===== src/common/icache_config.svh =====
// ---------------------------------------------------------------------------
// icache geometry
// two-way, 256 sets of 16-byte lines, 32-bit fetch addresses
// ---------------------------------------------------------------------------
`ifndef ICACHE_CONFIG_SVH
`define ICACHE_CONFIG_SVH

// full fetch address
`define ICACHE_ADDR_W   32
// set select, 256 sets
`define ICACHE_INDEX_W  8
// byte offset inside a line
`define ICACHE_OFFSET_W 4
// remaining upper address bits
`define ICACHE_TAG_W    20
// one refill beat is a whole line
`define ICACHE_LINE_W   128
// instruction word returned to fetch
`define ICACHE_WORD_W   32

`endif

===== src/common/icache_pkg.sv =====
// ---------------------------------------------------------------------------
// icache types
// address fields, tag entries, words and cache lines
// ---------------------------------------------------------------------------
`include "icache_config.svh"

package icache_pkg;

    // number of sets held by each way
    localparam int SETS = 1 << `ICACHE_INDEX_W;

    // words in one line and the offset bits that pick one
    localparam int WORDS_PER_LINE = `ICACHE_LINE_W / `ICACHE_WORD_W;
    localparam int WORD_SEL_W     = $clog2(WORDS_PER_LINE);

    // tag entry as kept in the tag RAM
    typedef logic [`ICACHE_TAG_W-1:0] tag_t;

    // one instruction word
    typedef logic [`ICACHE_WORD_W-1:0] word_t;

    // line as packed words, word 0 in the low bits
    typedef word_t [WORDS_PER_LINE-1:0] line_t;

    // fetch address split into its fields
    typedef struct packed {
        tag_t                        tag;
        logic [`ICACHE_INDEX_W-1:0]  index;
        logic [`ICACHE_OFFSET_W-1:0] offset;
    } fetch_addr_t;

endpackage


===== src/common/way_if.sv =====
// ---------------------------------------------------------------------------
// controller to way link
// set index and refill write going out, tag, valid and line coming back
// ---------------------------------------------------------------------------
`include "icache_config.svh"

interface way_if
    import icache_pkg::*;
();

    // from the controller
    logic [`ICACHE_INDEX_W-1:0] index;
    logic                       we;
    tag_t                       wtag;
    line_t                      wline;

    // from the way, one cycle after index
    tag_t                       rtag;
    logic                       rvalid;
    line_t                      rline;

    modport ctrl (
        output index,
        output we,
        output wtag,
        output wline,
        input  rtag,
        input  rvalid,
        input  rline
    );

    modport way (
        input  index,
        input  we,
        input  wtag,
        input  wline,
        output rtag,
        output rvalid,
        output rline
    );

endinterface


===== src/icache/icache_ctrl.sv =====
// ---------------------------------------------------------------------------
// icache controller
// lookup, miss and refill FSM with hit detect, LRU victim choice and
// word select toward the fetch unit
// ---------------------------------------------------------------------------
`include "icache_config.svh"

module icache_ctrl
    import icache_pkg::*;
(
    input  logic                      clk,
    input  logic                      reset,

    // fetch side
    input  logic                      valid,
    input  fetch_addr_t               addr,
    output logic                      addr_ok,
    output logic                      data_ok,
    output word_t                     rdata,

    // memory side
    output logic                      rd_req,
    output logic [`ICACHE_ADDR_W-1:0] rd_addr,
    input  logic                      rd_rdy,
    input  logic                      ret_valid,
    input  line_t                     ret_data,

    // the two ways
    way_if.ctrl                       way0,
    way_if.ctrl                       way1
);

    typedef enum logic [1:0] {
        IDLE,
        LOOKUP,
        MISS,
        REFILL
    } state_t;

    state_t state;
    state_t state_nxt;

    // accepted request, held through lookup and refill
    fetch_addr_t req_q;

    // per set, the way to evict next
    logic [SETS-1:0] lru_q;

    // way picked at the miss, written at refill
    logic victim_q;

    // refill word goes out one cycle after ret_valid
    logic  refill_done_q;
    word_t refill_word_q;

    logic                  hit0;
    logic                  hit1;
    logic                  hit;
    logic                  lookup_hit;
    logic                  lookup_miss;
    logic                  accept;
    logic                  ret_fire;
    logic                  victim;
    logic                  use_req_index;
    logic [WORD_SEL_W-1:0] word_sel;
    line_t                 hit_line;

    // tag compare against the lookup address
    assign hit0 = way0.rvalid && (way0.rtag == req_q.tag);
    assign hit1 = way1.rvalid && (way1.rtag == req_q.tag);
    assign hit  = hit0 || hit1;

    assign lookup_hit  = (state == LOOKUP) && hit;
    assign lookup_miss = (state == LOOKUP) && !hit;

    // next request may enter while a hit returns
    assign addr_ok = (state == IDLE) || lookup_hit;
    assign accept  = valid && addr_ok;

    assign ret_fire = (state == REFILL) && ret_valid;

    // first empty way, else the LRU one
    assign victim = !way0.rvalid ? 1'b0 :
                    !way1.rvalid ? 1'b1 :
                    lru_q[req_q.index];

    // word within the line, offset bits 3:2
    assign word_sel = req_q.offset[`ICACHE_OFFSET_W-1 -: WORD_SEL_W];
    assign hit_line = hit0 ? way0.rline : way1.rline;

    always_comb begin
        state_nxt = state;
        case (state)
            IDLE: begin
                if (valid) begin
                    state_nxt = LOOKUP;
                end
            end
            LOOKUP: begin
                if (hit) begin
                    // stay for a pipelined request
                    state_nxt = valid ? LOOKUP : IDLE;
                end else begin
                    // rd_req already up this cycle
                    state_nxt = rd_rdy ? REFILL : MISS;
                end
            end
            MISS: begin
                if (rd_rdy) begin
                    state_nxt = REFILL;
                end
            end
            REFILL: begin
                if (ret_valid) begin
                    state_nxt = IDLE;
                end
            end
            default: begin
                state_nxt = IDLE;
            end
        endcase
    end

    always_ff @(posedge clk) begin
        if (reset) begin
            state <= IDLE;
        end else begin
            state <= state_nxt;
        end
    end

    // capture request on acceptance
    always_ff @(posedge clk) begin
        if (accept) begin
            req_q <= addr;
        end
    end

    always_ff @(posedge clk) begin
        if (lookup_miss) begin
            victim_q <= victim;
        end
    end

    // hit makes the other way LRU, refill makes the victim MRU
    always_ff @(posedge clk) begin
        if (reset) begin
            lru_q <= '0;
        end else if (lookup_hit) begin
            lru_q[req_q.index] <= hit0;
        end else if (ret_fire) begin
            lru_q[req_q.index] <= ~victim_q;
        end
    end

    always_ff @(posedge clk) begin
        if (reset) begin
            refill_done_q <= 1'b0;
        end else begin
            refill_done_q <= ret_fire;
        end
    end

    always_ff @(posedge clk) begin
        if (ret_fire) begin
            refill_word_q <= ret_data[word_sel];
        end
    end

    // reply to fetch
    assign data_ok = lookup_hit || refill_done_q;
    assign rdata   = (state == LOOKUP) ? hit_line[word_sel] : refill_word_q;

    // line read request, held until rd_rdy
    assign rd_req  = lookup_miss || (state == MISS);
    assign rd_addr = {req_q.tag, req_q.index, {`ICACHE_OFFSET_W{1'b0}}};

    // ways follow the incoming address, or the miss address during refill
    assign use_req_index = (state == MISS) || (state == REFILL);

    assign way0.index = use_req_index ? req_q.index : addr.index;
    assign way1.index = use_req_index ? req_q.index : addr.index;

    // refill goes into the victim only
    assign way0.we    = ret_fire && !victim_q;
    assign way1.we    = ret_fire && victim_q;
    assign way0.wtag  = req_q.tag;
    assign way1.wtag  = req_q.tag;
    assign way0.wline = ret_data;
    assign way1.wline = ret_data;

endmodule


===== src/flat_wrapper.sv =====
// flat-port wrapper written by rule: the top's interface ports become plain ports
module icache_ctrl_flat import icache_pkg::*;
  (clk, reset, valid, addr, addr_ok, data_ok, rdata, rd_req, rd_addr, rd_rdy, ret_valid, ret_data, way0_index, way0_we, way0_wtag, way0_wline, way0_rtag, way0_rvalid, way0_rline, way1_index, way1_we, way1_wtag, way1_wline, way1_rtag, way1_rvalid, way1_rline);
  way_if way0_i ();
  way_if way1_i ();
  input  logic clk;
  input  logic reset;
  input  logic valid;
  input  fetch_addr_t addr;
  output logic addr_ok;
  output logic data_ok;
  output word_t rdata;
  output logic rd_req;
  output logic [`ICACHE_ADDR_W-1:0] rd_addr;
  input  logic rd_rdy;
  input  logic ret_valid;
  input  line_t ret_data;
  output wire logic [$bits(way0_i.index)-1:0] way0_index;
  output wire logic [$bits(way0_i.we)-1:0] way0_we;
  output wire logic [$bits(way0_i.wtag)-1:0] way0_wtag;
  output wire logic [$bits(way0_i.wline)-1:0] way0_wline;
  input wire logic [$bits(way0_i.rtag)-1:0] way0_rtag;
  input wire logic [$bits(way0_i.rvalid)-1:0] way0_rvalid;
  input wire logic [$bits(way0_i.rline)-1:0] way0_rline;
  output wire logic [$bits(way1_i.index)-1:0] way1_index;
  output wire logic [$bits(way1_i.we)-1:0] way1_we;
  output wire logic [$bits(way1_i.wtag)-1:0] way1_wtag;
  output wire logic [$bits(way1_i.wline)-1:0] way1_wline;
  input wire logic [$bits(way1_i.rtag)-1:0] way1_rtag;
  input wire logic [$bits(way1_i.rvalid)-1:0] way1_rvalid;
  input wire logic [$bits(way1_i.rline)-1:0] way1_rline;
  assign way0_index = way0_i.index;
  assign way0_we = way0_i.we;
  assign way0_wtag = way0_i.wtag;
  assign way0_wline = way0_i.wline;
  assign way0_i.rtag = way0_rtag;
  assign way0_i.rvalid = way0_rvalid;
  assign way0_i.rline = way0_rline;
  assign way1_index = way1_i.index;
  assign way1_we = way1_i.we;
  assign way1_wtag = way1_i.wtag;
  assign way1_wline = way1_i.wline;
  assign way1_i.rtag = way1_rtag;
  assign way1_i.rvalid = way1_rvalid;
  assign way1_i.rline = way1_rline;
  icache_ctrl u_core (.clk(clk), .reset(reset), .valid(valid), .addr(addr), .addr_ok(addr_ok), .data_ok(data_ok), .rdata(rdata), .rd_req(rd_req), .rd_addr(rd_addr), .rd_rdy(rd_rdy), .ret_valid(ret_valid), .ret_data(ret_data), .way0(way0_i), .way1(way1_i));
endmodule

===== config.mk =====
export PLATFORM = sky130hd
export DESIGN_NAME = icache_ctrl_flat
export DESIGN_NICKNAME = d
export VERILOG_FILES = /design/src/common/icache_pkg.sv /design/src/common/way_if.sv /design/src/icache/icache_ctrl.sv /design/src/flat_wrapper.sv
export VERILOG_INCLUDE_DIRS = /design/src /design/src/common
export SDC_FILE = /design/constraint.sdc
export NUM_CORES = 1
export LEC_CHECK = 0
export ABC_AREA = 0
export BUFFER_PORTS_ARGS = -buffer_cell sky130_fd_sc_hd__buf_2
export CORE_AREA = 2 2 330 332
export CTS_CLUSTER_DIAMETER = 120
export DETAILED_ROUTE_END_ITERATION = 10
export DIE_AREA = 0 0 332 334
export GPL_ROUTABILITY_DRIVEN = 0
export PLACE_DENSITY = 0.35
export SLEW_MARGIN = 15
export SYNTH_ARGS = -nofsm -noshare
export SYNTH_HDL_FRONTEND = slang
export SYNTH_SLANG_ARGS = --single-unit

===== constraint.sdc =====
create_clock -name clk -period 3.5 [get_ports clk]
set_input_delay 0.175 -clock clk [delete_from_list [all_inputs] [get_ports clk]]
set_output_delay 0.175 -clock clk [all_outputs]
set_load 0.05 [all_outputs]

==> results.yml <==
worst_hold_path:
  hold_path_startpoint: "ret_data[99]"
  hold_path_end: "u_core.refill_word_q[3]$_DFFE_PP_"
  min_path_type: "in -> reg"
  worst_hold_depth: 2
global_routing:
  grt_first_pass_wirelength_um: 203000
  antenna_found_initial: 103
  grt_pass1_vias: 19800
  globalRoute.totalOverflow: 0
  grt_max_degree: 97
  global_route.usage.total: 0.275
sta:
  finalCritPeriodShare: 1.01
  finalCriticalPeriod_ns: 3.54
  rsz0062_at_grt: "yes"
  final_hold_viol_count: 0
  final_setup_fails: 5
  finClkSkew_ns: 0.0263
  worst_slew_margin_rel: 0.390
  setup_slack_ns: -0.0424
  timing.final.max_slew_violations: 0
  worstMarginPinSlew_ns: 0.908
  max_freq_ghz: 0.282
detailed_routing:
  remaining_drc_errors: 0
  number_of_vias_in_the_routed_layout: 21500
  route.detailed.wl_per_inst_um: 37.4
  post_drt_via_cell_ratio: 5.01
  wirelength_um: 161000
  drt_pre_antenna_iters: 5
  final_antenna_net_count: 0
  drt_iter0_markers: 2025
synth:
  synth_cells: 2238
  synth_area_in_xor_xnor: 0.0168
  number_of_enable_type_register_cells_in_the_synthesized_netlist: 63
  netlist_top_cells_area: "sky130_fd_sc_hd__dfxtp_1 (25%), sky130_fd_sc_hd__mux4_2 (18%), sky130_fd_sc_hd__buf_4 (12%)"
  syn-cell-area_mm2: 0.0209
  yosys.area.top_type: "sky130_fd_sc_hd__dfxtp_1"
  synth_top_family_by_area: "multiplexers"
  synth-simple-area-share: 0.136
  synth_flop_cell: "sky130_fd_sc_hd__dfxtp_1"
  post_synthesis_sequential_area_ratio: 0.339
  async_reset_ff_frac: 0
  synth_seq_cells: 322
  synth.mux.area_fraction: 0.198
  syn-mean-instance-area_um2: 9.34
  synth_fa_ha_area_frac: 0
  synth-compound-area-share: 0.148
  synth_top_area_share: 0.248
  ys_warn_count: 0
  yosysUniqueCellTypes: 51
setup_path:
  setup.reg_to_reg.worst_slack_ns: 0.16
  crit_path_end_kind: "output pin"
  path_cells: "buf_4 -> xor2_1 -> nor3b_2 -> nand4_1 -> buf_6 -> buf_16 -> mux4_2 -> mux2i_1 -> o21ai_2 -> buf_12"
  regToRegStartpoint: "u_core.way0.wtag[4]$_DFFE_PP_"
  path_buf_inv: 4
  worstPathRequired_ns: 3.32
  r2r-end: "u_core.lru_q[98]$_SDFFE_PP0P_"
  critical_path_arrival_ns: 3.37
  cell_type_group_with_the_largest_total_delay_on_the_critical_path: "buffers and inverters"
  timing.reg2reg.worst_path_depth: 12
  timing.critical_path.slowest_cell_delay_ns: 0.59
  start_kind: "register"
  critical_path_peak_fanout: 8
  highest_delay_cell_along_the_critical_path: "sky130_fd_sc_hd__edfxtp_1"
  critical_path_class: "reg -> out"
die:
  ioPinCount: 844
  core.rowCount: 121
  floorplan.die_area_mm2: 0.111
  core_area_mm2: 0.108
  die_y_um: 334
  floorplan.die.width_um: 332
  floorplan.initialDensity: 0.194
clock_network:
  cts_buffer_depth: 3
  clock_tree_from_tritoncts: "done"
  cts-root-buf: "sky130_fd_sc_hd__clkbuf_16"
  clk_latency_ns: 0.62
  clock-sinks: 322
  ctsHtreeMaxLevel: 2
  clkTransAtPathRegs_ns: 0.07
  cts-buffers-inserted: 47
layout:
  num-nets-final: 3280
  layout.area.seq_mm2: 0.00708
  syn2layout_area_growth_pct: 33.7
  multiInputGateArea_mm2: 0.0106
  nFillCells: 11700
  post_route_design_area_mm2: 0.0279
  post_route_cells_drive_above_1_share: 0.457
power_and_ir_drop:
  combinationalPowerShare: 0.291
  fraction_of_power_spent_switching_nets: 0.377
  power.ir.vdd_worst_v: 0.000344
  seq_power_share: 0.312
  power_per_cell_area_mw_per_mm2: 447
  internal_power_mw: 7.79
  switchingPower_mw: 4.71
  static-leakage-power_nw: 10.6
  p_clk_frac: 0.396
placement:
  dp_worst_setup_slack_ns: 0.248
  dpl.hpwl_um: 128000
  dpl_cell_area_mm2: 0.0253
  portBuffers: 837
status:
  violated_checks: "setup timing"
  outcome: "finished, violations left"
job:
  timing.max_cap.violations: 0
[Yosys cell counts, drive strengths merged, types with 2 or more instances]
master / n
or2: 5
o21ai: 268
a22oi: 12
o2111ai: 4
nor2: 36
mux2i: 36
dfxtp: 259
inv: 3
o21a: 2
mux2: 10
nor4: 8
nand4: 13
or3: 231
a31oi: 30
a211oi: 2
buf: 377
nand3: 9
nor3: 51
nor2b: 9
edfxtp: 63
a311oi: 7
o211ai: 5
mux4: 163
xnor2: 33
xor2: 7
nor4b: 2
a21oi: 241
and2: 3
nand2b: 9
o22ai: 3
nand2: 165
a221oi: 2
clkbuf: 162
[worst max-delay path by stage]
stage	end	startpoint	cells past startpoint
2_1_floorplan	rdata[3]	u_core.way0.wtag[3]$_DFFE_PP_	8
3_3_place_gp	rdata[10]	u_core.way0.wtag[12]$_DFFE_PP_	9
3_5_place_dp	rdata[12]	u_core.way0.wtag[12]$_DFFE_PP_	9
4_1_cts	rdata[20]	u_core.way0.wtag[3]$_DFFE_PP_	11
5_1_grt	rdata[12]	u_core.way0.wtag[6]$_DFFE_PP_	10
6_report	rdata[13]	u_core.way0.wtag[16]$_DFFE_PP_	10
[stage by stage]
step	setup TNS (ns)	instances	hold WS, ns	util	power, mW
after global placement	0	4106	0.353	0.235	7.46
after CTS	0	4258	0.000356	0.255	12.6
after global routing	-0.827	4279	0.0129	0.259	12.8
after detailed placement	0	4106	0.353	0.235	7.45
final	-0.171	4297	0.0199	0.259	12.5
after floorplan	0	2241	0.274	-	6.14
[per-layer routing]
layer	GRT usage	share of wire	vias to the layer above
met3	0.0836	0.086	331
li1	-	-	9094
met4	0.127	0.054	58
met1	0.316	0.38	10800
met5	0	0.0036	-
met2	0.467	0.48	1260
[placed cells by master (no fill, tap or decap), types with 3 or more instances in the layout]
cell	n
sky130_fd_sc_hd__a21oi_1	240
sky130_fd_sc_hd__a22oi_1	12
sky130_fd_sc_hd__a311oi_1	7
sky130_fd_sc_hd__a31oi_1	29
sky130_fd_sc_hd__buf_12	44
sky130_fd_sc_hd__buf_2	807
sky130_fd_sc_hd__buf_4	147
sky130_fd_sc_hd__buf_6	12
sky130_fd_sc_hd__clkbuf_1	13
sky130_fd_sc_hd__clkbuf_16	54
sky130_fd_sc_hd__clkbuf_8	11
sky130_fd_sc_hd__clkinv_2	8
sky130_fd_sc_hd__conb_1	4
sky130_fd_sc_hd__dfxtp_1	259
sky130_fd_sc_hd__diode_2	31
sky130_fd_sc_hd__dlygate4sd3_1	49
sky130_fd_sc_hd__edfxtp_1	63
sky130_fd_sc_hd__mux2_2	10
sky130_fd_sc_hd__mux2i_1	29
sky130_fd_sc_hd__mux2i_2	5
sky130_fd_sc_hd__mux4_2	163
sky130_fd_sc_hd__nand2_1	164
sky130_fd_sc_hd__nand2b_1	9
sky130_fd_sc_hd__nand3_1	9
sky130_fd_sc_hd__nand4_1	12
sky130_fd_sc_hd__nor2_1	35
sky130_fd_sc_hd__nor2b_1	9
sky130_fd_sc_hd__nor3_1	50
sky130_fd_sc_hd__nor4_1	5
sky130_fd_sc_hd__o211ai_1	4
sky130_fd_sc_hd__o21ai_0	251
sky130_fd_sc_hd__o21ai_1	11
sky130_fd_sc_hd__o21ai_2	6
sky130_fd_sc_hd__o22ai_1	3
sky130_fd_sc_hd__or2_2	4
sky130_fd_sc_hd__or3_1	231
sky130_fd_sc_hd__xnor2_1	26
sky130_fd_sc_hd__xnor2_2	7
sky130_fd_sc_hd__xor2_1	6
[registers in the layout, summed over array words and instances, names as in the netlist, named ones only]
signal	flops
u_core.req_q	2
u_core.state	1
u_core.refill_word_q	32
u_core.lru_q	256
u_core.refill_done_q	1
u_core.way0.wtag	20
u_core.victim_q	1
u_core.rd_addr	8
[power by group through the flow]
stage	combinational [mW]	clock [mW]	sequential [mW]
2_1_floorplan	2.18	0	3.95
5_1_grt	3.72	5.21	3.91
3_3_place_gp	3.45	0	4.01
3_5_place_dp	3.44	0	4.01
4_1_cts	3.58	5.08	3.90
6_report	3.64	4.95	3.91
[kinds of logic (layout without fill, tap and decap cells)]
| group | count (synthesis) | in the layout |
|---|---|---|
| compound gates | 581 | 581 |
| simple gates | 543 | 543 |
| buf+inv | 542 | 1153 |
| flops | 322 | 322 |
| mux | 209 | 209 |
| xor+xnor | 40 | 40 |
| other cells | 1 | 35 |
[cell type report]
class                   count  area share
flip-flops and latches    322       0.253
clock inverters            11     0.00430
inverters                   3    0.000403
multi-input cells        1377       0.381
clock buffers              73      0.0514
repair buffers           1066       0.244
well taps                1414      0.0633
diodes                     31     0.00278
[worst register-to-register path: cells and delay by family (launching register included)]
family	cells	cell delay, ns
AND/OR/NAND/NOR	4	1.01
XOR/XNOR	1	0.40
buffers and inverters	4	0.93
flip-flops	1	0.35
AO/OA/AOI/OAI	3	0.58
[repair_timing]
item / 4_1_cts / 5_1_grt
hold buffers: 49 / 0
cloned: 0 / 6
setup endpoints to repair: 32 / 27
setup buffers: 19 / 2
pin swaps: 0 / 7
hold endpoints to repair: 45 / 0
gates resized for setup: 20 / 74
(Power assumes the default switching activity.)
